File: config.mk
export PLATFORM = sky130hd
export DESIGN_NAME = edge_detect_top
export DESIGN_NICKNAME = d
export VERILOG_FILES = /design/src/rtl/edge_pkg.sv /design/src/rtl/edge_detect_top.sv /design/src/rtl/edge_frame_ctrl.sv /design/src/rtl/edge_grad_x.sv /design/src/rtl/edge_grad_y.sv /design/src/rtl/edge_magnitude.sv /design/src/rtl/edge_window.sv
export SDC_FILE = /design/constraint.sdc
export NUM_CORES = 1
export LEC_CHECK = 0
export ABC_AREA = 0
export BUFFER_PORTS_ARGS = -buffer_cell sky130_fd_sc_hd__buf_2
export CELL_PAD_IN_SITES_DETAIL_PLACEMENT = 1
export CELL_PAD_IN_SITES_GLOBAL_PLACEMENT = 1
export CORE_MARGIN = 1.5
export CORE_UTILIZATION = 50
export DETAILED_ROUTE_END_ITERATION = 10
export PLACE_DENSITY_LB_ADDON = 0.2
export SLEW_MARGIN = 40
export SYNTH_ARGS = -nofsm -noshare
export SYNTH_HDL_FRONTEND = slang
export SYNTH_SLANG_ARGS = --single-unit
export TNS_END_PERCENT = 100
File: constraint.sdc
create_clock -name clk_i -period 20 [get_ports clk_i]
set_input_delay 4 -clock clk_i [delete_from_list [all_inputs] [get_ports clk_i]]
set_output_delay 4 -clock clk_i [all_outputs]
set_load 0.05 [all_outputs]
File: src/rtl/edge_pkg.sv
// ######################################################################
// shared geometry, widths and pipeline timing for the edge engine
// imported by every RTL block and by the testbench
// ######################################################################

package edge_pkg;

    // frame geometry
    localparam int IMG_W   = 32;
    localparam int IMG_H   = 24;
    localparam int NUM_PIX = IMG_W * IMG_H;

    // data and address widths
    localparam int ADDR_W = 10;
    localparam int PIX_W  = 12;
    localparam int GRAY_W = 8;
    // absolute gradient, 4 * 255 = 1020 at most
    localparam int GRAD_W = 10;
    localparam int COL_W  = 5;

    // read address to write strobe, in clocks
    localparam int PIPE_LAT = 4;
    // extra read slots that push the last window centers out
    localparam int FLUSH_PIX = IMG_W + 1;

    // controller FSM encoding
    localparam logic [1:0] ST_IDLE = 2'd0;
    localparam logic [1:0] ST_RUN  = 2'd1;
    localparam logic [1:0] ST_DONE = 2'd2;

endpackage

File: src/rtl/edge_detect_top.sv
// ######################################################################
// edge engine top: frame controller, window, both gradient units and
// the magnitude stage between a read and a write frame buffer
// ######################################################################
`timescale 1ns/10ps

module edge_detect_top (
    input  logic                        clk_i,
    input  logic                        rst_i,
    input  logic                        start_i,
    output logic [edge_pkg::ADDR_W-1:0] rdaddr_o,
    input  logic [edge_pkg::PIX_W-1:0]  rddata_i,
    output logic [edge_pkg::ADDR_W-1:0] wraddr_o,
    output logic [edge_pkg::PIX_W-1:0]  wrdata_o,
    output logic                        we_o,
    output logic                        done_o
);
    import edge_pkg::*;

    logic              shift_en;
    logic              flush;
    logic              border;
    logic [GRAY_W-1:0] win_00, win_01, win_02;
    logic [GRAY_W-1:0] win_10, win_12;
    logic [GRAY_W-1:0] win_20, win_21, win_22;
    logic [GRAD_W-1:0] gx_abs;
    logic [GRAD_W-1:0] gy_abs;

    edge_frame_ctrl u_ctrl (
        .clk_i    (clk_i),
        .rst_i    (rst_i),
        .start_i  (start_i),
        .rdaddr_o (rdaddr_o),
        .shift_en (shift_en),
        .flush    (flush),
        .border   (border),
        .wraddr_o (wraddr_o),
        .we_o     (we_o),
        .done_o   (done_o)
    );

    // center tap has zero weight in both Sobel kernels
    edge_window u_window (
        .clk_i    (clk_i),
        .rddata_i (rddata_i),
        .shift_en (shift_en),
        .flush    (flush),
        .win_00   (win_00),
        .win_01   (win_01),
        .win_02   (win_02),
        .win_10   (win_10),
        .win_11   (),
        .win_12   (win_12),
        .win_20   (win_20),
        .win_21   (win_21),
        .win_22   (win_22)
    );

    // both gradients work on the same window in parallel
    edge_grad_x u_grad_x (
        .clk_i  (clk_i),
        .win_00 (win_00),
        .win_10 (win_10),
        .win_20 (win_20),
        .win_02 (win_02),
        .win_12 (win_12),
        .win_22 (win_22),
        .gx_abs (gx_abs)
    );

    edge_grad_y u_grad_y (
        .clk_i  (clk_i),
        .win_00 (win_00),
        .win_01 (win_01),
        .win_02 (win_02),
        .win_20 (win_20),
        .win_21 (win_21),
        .win_22 (win_22),
        .gy_abs (gy_abs)
    );

    edge_magnitude u_mag (
        .clk_i    (clk_i),
        .gx_abs   (gx_abs),
        .gy_abs   (gy_abs),
        .border   (border),
        .wrdata_o (wrdata_o)
    );

endmodule

File: src/rtl/edge_frame_ctrl.sv
// ######################################################################
// frame sequencer: issues one read slot per clock, tracks output position
// and delays write strobe, address and border flag to meet the datapath
// ######################################################################
`timescale 1ns/10ps

module edge_frame_ctrl (
    input  logic                        clk_i,
    input  logic                        rst_i,
    input  logic                        start_i,
    output logic [edge_pkg::ADDR_W-1:0] rdaddr_o,
    output logic                        shift_en,
    output logic                        flush,
    output logic                        border,
    output logic [edge_pkg::ADDR_W-1:0] wraddr_o,
    output logic                        we_o,
    output logic                        done_o
);
    import edge_pkg::*;

    logic [1:0]               state;
    logic [ADDR_W-1:0]        rd_slot;
    logic                     slot_valid;
    logic                     out_slot;
    logic                     out_border;
    logic [ADDR_W-1:0]        out_addr;
    logic [COL_W-1:0]         out_col;
    logic [$clog2(IMG_H)-1:0] out_row;
    logic                     last_write;

    // delay line toward the write port
    logic [PIPE_LAT-1:0]      we_dly;
    logic [ADDR_W-1:0]        addr_dly [PIPE_LAT];
    logic [PIPE_LAT-2:0]      border_dly;

    // a frame is every pixel plus the flush slots
    assign slot_valid = (state == ST_RUN) && (rd_slot < ADDR_W'(NUM_PIX + FLUSH_PIX));

    // window center lags the newest sample by one row and one pixel
    assign out_slot = slot_valid && (rd_slot >= ADDR_W'(IMG_W + 1));
    assign out_addr = rd_slot - ADDR_W'(IMG_W + 1);

    assign out_border = (out_row == '0) ||
                        (out_row == $bits(out_row)'(IMG_H - 1)) ||
                        (out_col == '0) ||
                        (out_col == COL_W'(IMG_W - 1));

    // flush slots keep the last valid address on the bus
    assign rdaddr_o = (rd_slot < ADDR_W'(NUM_PIX)) ? rd_slot : ADDR_W'(NUM_PIX - 1);

    assign last_write = we_o && (wraddr_o == ADDR_W'(NUM_PIX - 1));
    assign done_o     = (state == ST_DONE);

    always_ff @(posedge clk_i) begin
        if (rst_i) begin
            state   <= ST_IDLE;
            rd_slot <= '0;
            out_col <= '0;
            out_row <= '0;
        end else begin
            case (state)
                ST_IDLE, ST_DONE: begin
                    if (start_i) begin
                        state   <= ST_RUN;
                        rd_slot <= '0;
                        out_col <= '0;
                        out_row <= '0;
                    end
                end
                ST_RUN: begin
                    // start is ignored here, the frame runs to the end
                    if (slot_valid) begin
                        rd_slot <= rd_slot + 1'b1;
                    end
                    if (out_slot) begin
                        if (out_col == COL_W'(IMG_W - 1)) begin
                            out_col <= '0;
                            out_row <= out_row + 1'b1;
                        end else begin
                            out_col <= out_col + 1'b1;
                        end
                    end
                    if (last_write) begin
                        state <= ST_DONE;
                    end
                end
                default: begin
                    state <= ST_IDLE;
                end
            endcase
        end
    end

    // strobes and window controls
    always_ff @(posedge clk_i) begin
        if (rst_i) begin
            we_dly   <= '0;
            shift_en <= 1'b0;
            flush    <= 1'b0;
        end else begin
            we_dly   <= {we_dly[PIPE_LAT-2:0], out_slot};
            // read data shows up one clock after its address
            shift_en <= slot_valid;
            flush    <= slot_valid && (rd_slot >= ADDR_W'(NUM_PIX));
        end
    end

    always_ff @(posedge clk_i) begin
        addr_dly[0] <= out_addr;
        for (int i = 1; i < PIPE_LAT; i++) begin
            addr_dly[i] <= addr_dly[i-1];
        end
        border_dly <= {border_dly[PIPE_LAT-3:0], out_border};
    end

    assign we_o     = we_dly[PIPE_LAT-1];
    assign wraddr_o = addr_dly[PIPE_LAT-1];
    // magnitude stage registers one clock before the strobe
    assign border   = border_dly[PIPE_LAT-2];

    // delayed address must stay inside buffer 2
    a_wraddr_range : assert property (
        @(posedge clk_i) disable iff (rst_i)
        we_o |-> (wraddr_o < ADDR_W'(NUM_PIX))
    ) else $error("write strobe with address %0d outside the frame", wraddr_o);

endmodule

File: src/rtl/edge_grad_x.sv
// ######################################################################
// horizontal Sobel gradient, right column minus left column, absolute
// value registered once
// ######################################################################
`timescale 1ns/10ps

module edge_grad_x (
    input  logic                        clk_i,
    input  logic [edge_pkg::GRAY_W-1:0] win_00,
    input  logic [edge_pkg::GRAY_W-1:0] win_10,
    input  logic [edge_pkg::GRAY_W-1:0] win_20,
    input  logic [edge_pkg::GRAY_W-1:0] win_02,
    input  logic [edge_pkg::GRAY_W-1:0] win_12,
    input  logic [edge_pkg::GRAY_W-1:0] win_22,
    output logic [edge_pkg::GRAD_W-1:0] gx_abs
);
    import edge_pkg::*;

    logic [GRAD_W-1:0] sum_l;
    logic [GRAD_W-1:0] sum_r;

    // weights 1 2 1 down each column
    assign sum_l = GRAD_W'(win_00) + GRAD_W'({win_10, 1'b0}) + GRAD_W'(win_20);
    assign sum_r = GRAD_W'(win_02) + GRAD_W'({win_12, 1'b0}) + GRAD_W'(win_22);

    always_ff @(posedge clk_i) begin
        gx_abs <= (sum_r >= sum_l) ? (sum_r - sum_l) : (sum_l - sum_r);
    end

    a_gx_bound : assert property (
        @(posedge clk_i)
        !$isunknown(gx_abs) |-> (gx_abs <= GRAD_W'(4 * ((1 << GRAY_W) - 1)))
    ) else $error("horizontal gradient %0d above 1020", gx_abs);

endmodule

File: src/rtl/edge_grad_y.sv
// ######################################################################
// vertical Sobel gradient, bottom row minus top row, absolute value
// registered once
// ######################################################################
`timescale 1ns/10ps

module edge_grad_y (
    input  logic                        clk_i,
    input  logic [edge_pkg::GRAY_W-1:0] win_00,
    input  logic [edge_pkg::GRAY_W-1:0] win_01,
    input  logic [edge_pkg::GRAY_W-1:0] win_02,
    input  logic [edge_pkg::GRAY_W-1:0] win_20,
    input  logic [edge_pkg::GRAY_W-1:0] win_21,
    input  logic [edge_pkg::GRAY_W-1:0] win_22,
    output logic [edge_pkg::GRAD_W-1:0] gy_abs
);
    import edge_pkg::*;

    logic [GRAD_W-1:0] sum_t;
    logic [GRAD_W-1:0] sum_b;

    // weights 1 2 1 along each row
    assign sum_t = GRAD_W'(win_00) + GRAD_W'({win_01, 1'b0}) + GRAD_W'(win_02);
    assign sum_b = GRAD_W'(win_20) + GRAD_W'({win_21, 1'b0}) + GRAD_W'(win_22);

    always_ff @(posedge clk_i) begin
        gy_abs <= (sum_b >= sum_t) ? (sum_b - sum_t) : (sum_t - sum_b);
    end

    a_gy_bound : assert property (
        @(posedge clk_i)
        !$isunknown(gy_abs) |-> (gy_abs <= GRAD_W'(4 * ((1 << GRAY_W) - 1)))
    ) else $error("vertical gradient %0d above 1020", gy_abs);

endmodule

File: src/rtl/edge_magnitude.sv
// ######################################################################
// gradient magnitude as |gx| + |gy| saturated to 8 bits, zero on the
// frame border, widened to an RGB444 pixel for buffer 2
// ######################################################################
`timescale 1ns/10ps

module edge_magnitude (
    input  logic                        clk_i,
    input  logic [edge_pkg::GRAD_W-1:0] gx_abs,
    input  logic [edge_pkg::GRAD_W-1:0] gy_abs,
    input  logic                        border,
    output logic [edge_pkg::PIX_W-1:0]  wrdata_o
);
    import edge_pkg::*;

    logic [GRAD_W:0]   sum;
    logic [GRAY_W-1:0] mag;

    // one extra bit so the sum cannot wrap
    assign sum = {1'b0, gx_abs} + {1'b0, gy_abs};

    always_comb begin
        if (border) begin
            mag = '0;
        end else if (sum > (GRAD_W + 1)'((1 << GRAY_W) - 1)) begin
            mag = '1;
        end else begin
            mag = sum[GRAY_W-1:0];
        end
    end

    // upper nibble copied into R, G and B
    always_ff @(posedge clk_i) begin
        wrdata_o <= {3{mag[GRAY_W-1 -: 4]}};
    end

endmodule

File: src/rtl/edge_window.sv
// ######################################################################
// gray conversion, two line buffers and the 3x3 window around a center
// that lags the newest sample by one row and one pixel
// ######################################################################
`timescale 1ns/10ps

module edge_window (
    input  logic                        clk_i,
    input  logic [edge_pkg::PIX_W-1:0]  rddata_i,
    input  logic                        shift_en,
    input  logic                        flush,
    output logic [edge_pkg::GRAY_W-1:0] win_00,
    output logic [edge_pkg::GRAY_W-1:0] win_01,
    output logic [edge_pkg::GRAY_W-1:0] win_02,
    output logic [edge_pkg::GRAY_W-1:0] win_10,
    output logic [edge_pkg::GRAY_W-1:0] win_11,
    output logic [edge_pkg::GRAY_W-1:0] win_12,
    output logic [edge_pkg::GRAY_W-1:0] win_20,
    output logic [edge_pkg::GRAY_W-1:0] win_21,
    output logic [edge_pkg::GRAY_W-1:0] win_22
);
    import edge_pkg::*;

    logic [GRAY_W-1:0] gray;
    logic [GRAY_W-1:0] line1 [IMG_W];
    logic [GRAY_W-1:0] line2 [IMG_W];

    // blue nibble moved to the top, flush slots enter as black
    assign gray = flush ? '0 : {rddata_i[3:0], {(GRAY_W - 4){1'b0}}};

    always_ff @(posedge clk_i) begin
        if (shift_en) begin
            // line1 holds the last IMG_W samples, line2 the row before
            line1[0] <= gray;
            line2[0] <= line1[IMG_W-1];
            for (int i = 1; i < IMG_W; i++) begin
                line1[i] <= line1[i-1];
                line2[i] <= line2[i-1];
            end

            // bottom row is the newest data
            win_22 <= gray;
            win_21 <= win_22;
            win_20 <= win_21;

            win_12 <= line1[IMG_W-1];
            win_11 <= win_12;
            win_10 <= win_11;

            win_02 <= line2[IMG_W-1];
            win_01 <= win_02;
            win_00 <= win_01;
        end
    end

endmodule
# == Word level (Yosys, flattened, before mapping) ==
# Memory sizes are Yosys's and may differ from the RTL's. A register that Yosys moved wholly into a read port is not among the register bits.
# Index checks and enable logic that the tools add are counted.
# word_totals
regBits,127
latch_bits,0
ramBits,552
mem_bits_ro,0
inputBits,15
out_inout_bits,34
wordCells,93
n_memories,3
# mem_list
memory,depth,width,rd,rd_clocked_by_memory_dff,write_ports,line,source
u_window.line1,32,8,32,0,32,edge_window.sv:25,logic [GRAY_W-1:0] line1 [IMG_W];
u_window.line2,32,8,32,1,32,edge_window.sv:26,logic [GRAY_W-1:0] line2 [IMG_W];
u_ctrl.addr_dly,4,10,4,0,4,edge_frame_ctrl.sv:33,logic [ADDR_W-1:0] addr_dly [PIPE_LAT];
# classes
n_addsub,17
n_mul,0
n_div,0
order_cmp,7
eq_ne,10
shift,0
n_mux,21
bitwise_logic,0
n_reduce_logical,16
# ops
cell,n
10-bit two-way mux,5
10-bit by 8-bit adder with 10-bit output,4
8-bit by 9-bit adder with 10-bit output,4
10-bit subtractor,4
5-bit two-way mux,5
8-bit two-way mux,3
10-bit >= comparator,2
"10-bit less-than comparator, second input constant",2
10-bit case mux with 2 select lines,1
5-bit case mux with 2 select lines,2
10-bit by 10-bit adder with 11-bit output,1
"11-bit by 8-bit > comparator with 1-bit output, second input constant",1
"10-bit by 1-bit adder with 10-bit output, second input constant",1
"5-bit by 1-bit adder with 5-bit output, second input constant",2
"10-bit == test, second input constant",1
"5-bit == test, second input constant",2
"10-bit >= comparator, second input constant",1
"10-bit by 6-bit >= comparator with 1-bit output, second input constant",1
5-bit logical NOT,2
"10-bit by 6-bit subtractor with 10-bit output, second input constant",1
"2-bit by 1-bit inequality test with 1-bit output, second input constant",3
3-bit AND reduction,2
1-bit logical AND,4
2-bit two-way mux,2
11 further kinds,15

# == Longest topological paths before layout ==
# depth
ltp_word,5
mapped_depth,13
depth_no_buf,13

# == By module ==
# From an unflattened synthesis, not the netlist that was laid out.
# hier_totals
hier_cells,1073
hier_area_um2,15595.0
# by_module_without_submodules
mod,n_inst,cells_each,area_per_inst_um2
edge_window,1,309,8346.8
edge_frame_ctrl,1,254,2648.8
edge_grad_y,1,229,2043.2
edge_grad_x,1,212,1989.4
edge_magnitude,1,69,566.8

# == Worst setup path after synthesis ==
# OpenSTA, ideal clock, no wires.
# synth_path
path_type,flip-flop to flip-flop
start,register u_ctrl.shift_en
end,"memory u_window.line1[12][4] (netlist: u_window.line1[0][100]), enable pin"
arrival_time_ns,6.149
slack_ns,13.196
path_stages_with_launch,1
n_path_buf,0
period_less_slack_ns,6.804
path_cell_list,dfxtp_1
# synth_lines
item,line,source
"start, declared",edge_frame_ctrl.sv:12,"output logic shift_en,"
"start signal, assigned",edge_frame_ctrl.sv:103,shift_en <= slot_valid;
"end, declared",edge_window.sv:25,

# == Worst setup path after layout ==
# layout_path
start,register u_ctrl.rd_slot[8]
end,output rdaddr_o[7] in the netlist's numbering
# layout_between
elab_chain_cells,2
# layout_rtl
item,line,source
"start, declared",edge_frame_ctrl.sv:22,logic [ADDR_W-1:0] rd_slot;
"start signal, assigned",edge_frame_ctrl.sv:73,rd_slot <= rd_slot + 1'b1;
10-bit less-than comparator,edge_frame_ctrl.sv:49,assign rdaddr_o = (rd_slot < ADDR_W'(NUM_PIX)) ? rd_slot : ADDR_W'(NUM_PIX - 1);
10-bit two-way mux,edge_frame_ctrl.sv:49,
"end, declared",edge_detect_top.sv:11,"output logic [edge_pkg::ADDR_W-1:0] rdaddr_o,"
# Every way passes these cells.

==> impl_metrics.toml <==
[place]
post-dp-hpwl_um = 13600
dp_cells = 1119
portBuffers = 40
gp_routability_congestion = 0.800
dp_worst_setup_slack_ns = 14.47

[timing]
max_freq_mhz = 172
tns_ns = 0
timing.final.max_slew_violations = 0
number_of_endpoints_failing_setup_at_the_final_stage = 0
timing.final.ws_setup_ns = 14.18
min_period_over_period = 0.291
final_hold_viol_count = 0
tightest_slew_ns = 0.783
timing.final.crit_period_ns = 5.82
timing.max_slew.rel_slack = 0.478
final.setup_skew_ns = 0.0144
grt_setup_unrepaired = "no"

[detailed_routing]
uppermost_layer_routed = "met4"
drt-met1-wl_um = 10100
detail_route.wl_per_cell_um = 18.1
vias = 6219
drt-total-wl_um = 21400
met2WireLength_um = 9950
route.detailed.vias_per_inst = 5.26
met3_length_um = 877
drt.antenna.violating_nets = 0
drt-pass1-iter-count = 4
post-route-drc-count = 0
drtIter0Drc = 424

[final_layout]
finalNetCount = 923
layout-drive-gt1-share = 0.128
finish.cell_count_without_fillers = 1183
multiInputGateArea_um2 = 2850
regArea_um2 = 9790
postLayoutCoreUtil = 0.582
area_growth_pct = 13.7
final.fill_count = 2294
antenna_cells_inserted = 0

[hold_path]
min_delay_path_depth = 0
hold_path_startpoint = "u_ctrl.addr_dly[2][2]$_DFF_P_"
timing.hold.worst.class = "reg2reg"
holdPathEnd = "u_ctrl.addr_dly[3][2]$_DFF_P_"

[cts]
cts_buffer_depth = 3
cts_setup_buffers = 0
clock_sink_count = 355
cts.clk_slew.worst_paths_ns = 0.06
number_of_buffers_added_to_fix_hold_violations_after_cts = 0
cts_buffers = 37
cts_max_level = 2
clkLatencyLatePin_ns = 0.52
postCtsResizedCells = 0
tritoncts = "yes"
root_buffer = "clkbuf_16"

[global_routing]
groute.usage.overall = 0.171
first_pass_grt_wire_length_um = 35300
maximum_number_of_pins_on_one_net_before_global_route_repair = 90
grt.overflow.total = 0
grt_antenna_before_repair = 1
grt_pass1_vias = 6594

[synthesis]
dominantRegCellSynth = "edfxtp_1"
synth.yosys.warnings = 0
syn_nets = 861
synth_area_per_cell_um2 = 16.9
synth_async_sr_flop_share = 0
synth_area_um2 = 12900
yosysSeqAreaShare = 0.757
number_of_flops_mapped_to_enable_cells_by_yosys = 268
synth_seq_cells = 355
cell_count_after_synthesis = 766
yosys.cell_types.count = 52

[worst_setup_path]
worstReg2RegEnd = "u_grad_x.gx_abs[9]$_DFF_P_"
reg2reg_setup_slack_ns = 16.13
worst_setup_path_end_kind = "output pin"
slowest_delay_ns = 0.54
cp_data_arrival_time_ns = 1.82
r2r_cells = 11
cpMaxStageDelayCell = "dfxtp_1"
worst_path_dominant_cell_family = "flip-flops"
timing_worst_setup_path_type = "reg2out"
worstPathMaxFanout = 10
worstPathRequired_ns = 16.00
worstPathCellList = "nand2_1 -> nand2b_1 -> buf_2"
critical_path.startpoint_type = "flip-flop"
buffers_inverters_on_critical_path = 1
timing.rr.start = "u_window.win_22[5]$_SDFFCE_PP0P_"

[power_and_ir_drop]
power.leakage_nw = 5.29
power_density_nw_per_um2 = 112
vdd.ir_drop.worst_v = 0.0000626
report.power.total_mw = 1.64

[floorplanning]
starting_density_of_the_core = 0.512
boundary_pin_count = 49
standard_cell_rows = 58
dieArea_um2 = 26800
core_area_um2 = 25300
chip_height_um = 164
dieWidth_um = 164

[run]
maxCapViolations = 0

[run_status]
outcome = "finished, final reports clean"
==> cell type report <==
class                           count  area share
Tap cell                          330      0.0281
Clock buffer                       44      0.0676
Timing Repair Buffer               43      0.0159
Clock inverter                     20      0.0163
Sequential cell                   355       0.666
Inverter                           48      0.0123
Multi-Input combinational cell    343       0.194
==> cells by family (layout without fill, tap and decap cells) <==
family,after synthesis,count (layout),synth area share
AOI/OAI and AO/OA,95,95,0.0497
and+or+nand+nor,130,130,0.0533
adders and majority gates,80,80,0.0896
buffers and inverters,68,155,0.0234
muxes,12,12,0.00948
xor gates and xnor gates,26,26,0.0176
DFF,355,355,0.757
==> synth_stat cells (all sizes together) (4+ instances only) <==
master,instances,area (um2)
o31ai,5,37.5
clkbuf,5,18.8
fa,21,420
dfxtp,87,1740
mux2i,10,100
nand2,32,120
nor2,23,86.3
and3,6,37.5
o311ai,4,35.0
inv,47,176
buf,15,104
nand4,8,65.1
xnor2,11,96.3
a21oi,24,124
nor3,11,55.1
nor2b,14,87.6
a21o,15,113
nand3,9,45.0
ha,59,738
o21ai,16,80.1
edfxtp,268,8050
xor2,15,131
nand2b,10,62.6
a211oi,11,82.6
==> worst max-delay path by stage <==
stage | from | end | slack, ns | cells after the start
after detailed placement | start_i | u_ctrl.out_col[3]$_SDFFE_PP0P_ | 14.47 | 5
final | u_ctrl.rd_slot[8]$_SDFFE_PP0P_ | rdaddr_o[7] | 14.18 | 3
after global routing | u_ctrl.rd_slot[9]$_SDFFE_PP0P_ | rdaddr_o[6] | 14.04 | 3
after CTS | u_ctrl.rd_slot[9]$_SDFFE_PP0P_ | rdaddr_o[7] | 14.16 | 3
after global placement | start_i | u_ctrl.out_col[3]$_SDFFE_PP0P_ | 14.56 | 5
after floorplan | u_ctrl.shift_en$_SDFF_PP0_ | u_window.line1[0][100]$_DFFE_PP_ | 13.20 | 0
==> metal layers <==
| metal | up-vias | GRT usage |
|---|---|---|
| li1 | 2944 | - |
| met3 | 40 | 0.0333 |
| met2 | 96 | 0.262 |
| met4 | 0 | 0.0583 |
| met5 | - | 0 |
| met1 | 3139 | 0.245 |
==> per-stage QoR <==
stage | instance area [um2] | hold slack (ns)
floorplan | 12900 | 0.310
detailed placement | 13500 | 0.313
CTS | 14700 | 0.327
global route | 14700 | 0.331
finish | 14700 | 0.324
global placement | 13500 | 0.312
==> layout by cell type, fill, tap and decap left out, drive strengths merged, types with 4 or more instances in the layout <==
cell	Yosys	routed
edfxtp	268	268
dfxtp	87	87
ha	59	59
inv	47	52
clkbuf	5	44
buf	15	43
nand2	32	32
a21oi	24	24
nor2	23	23
fa	21	21
o21ai	16	16
xor2	15	15
a21o	15	15
nor2b	14	14
nor3	11	11
xnor2	11	11
a211oi	11	11
clkinv	1	11
nand2b	10	10
mux2i	10	10
nand3	9	9
nand4	8	8
and3	6	6
o31ai	5	5
o311ai	4	4
bufinv	0	4
==> power breakdown <==
group	internal, mW	switching [mW]
Sequential	0.822	0.0130
Combinational	0.0486	0.0800
Clock	0.410	0.270
Total	1.28	0.363
==> flip-flops by register name, summed over array words and instances, names as in the netlist <==
name,count
u_window.line1,119
u_grad_y.gy_abs,6
u_window.win_22,3
u_window.win_01,4
u_ctrl.we_dly,4
u_window.win_21,3
u_window.win_00,4
u_window.win_20,3
u_ctrl.out_col,5
u_ctrl.out_row,5
u_ctrl.shift_en,1
u_ctrl.addr_dly,40
u_mag.wrdata_o,4
u_ctrl.flush,1
u_window.line2,124
u_ctrl.rd_slot,10
u_window.win_02,4
u_ctrl.border_dly,3
u_ctrl.state,2
u_grad_x.gx_abs,6
u_window.win_12,4
Power figures use the tool's default switching activity.
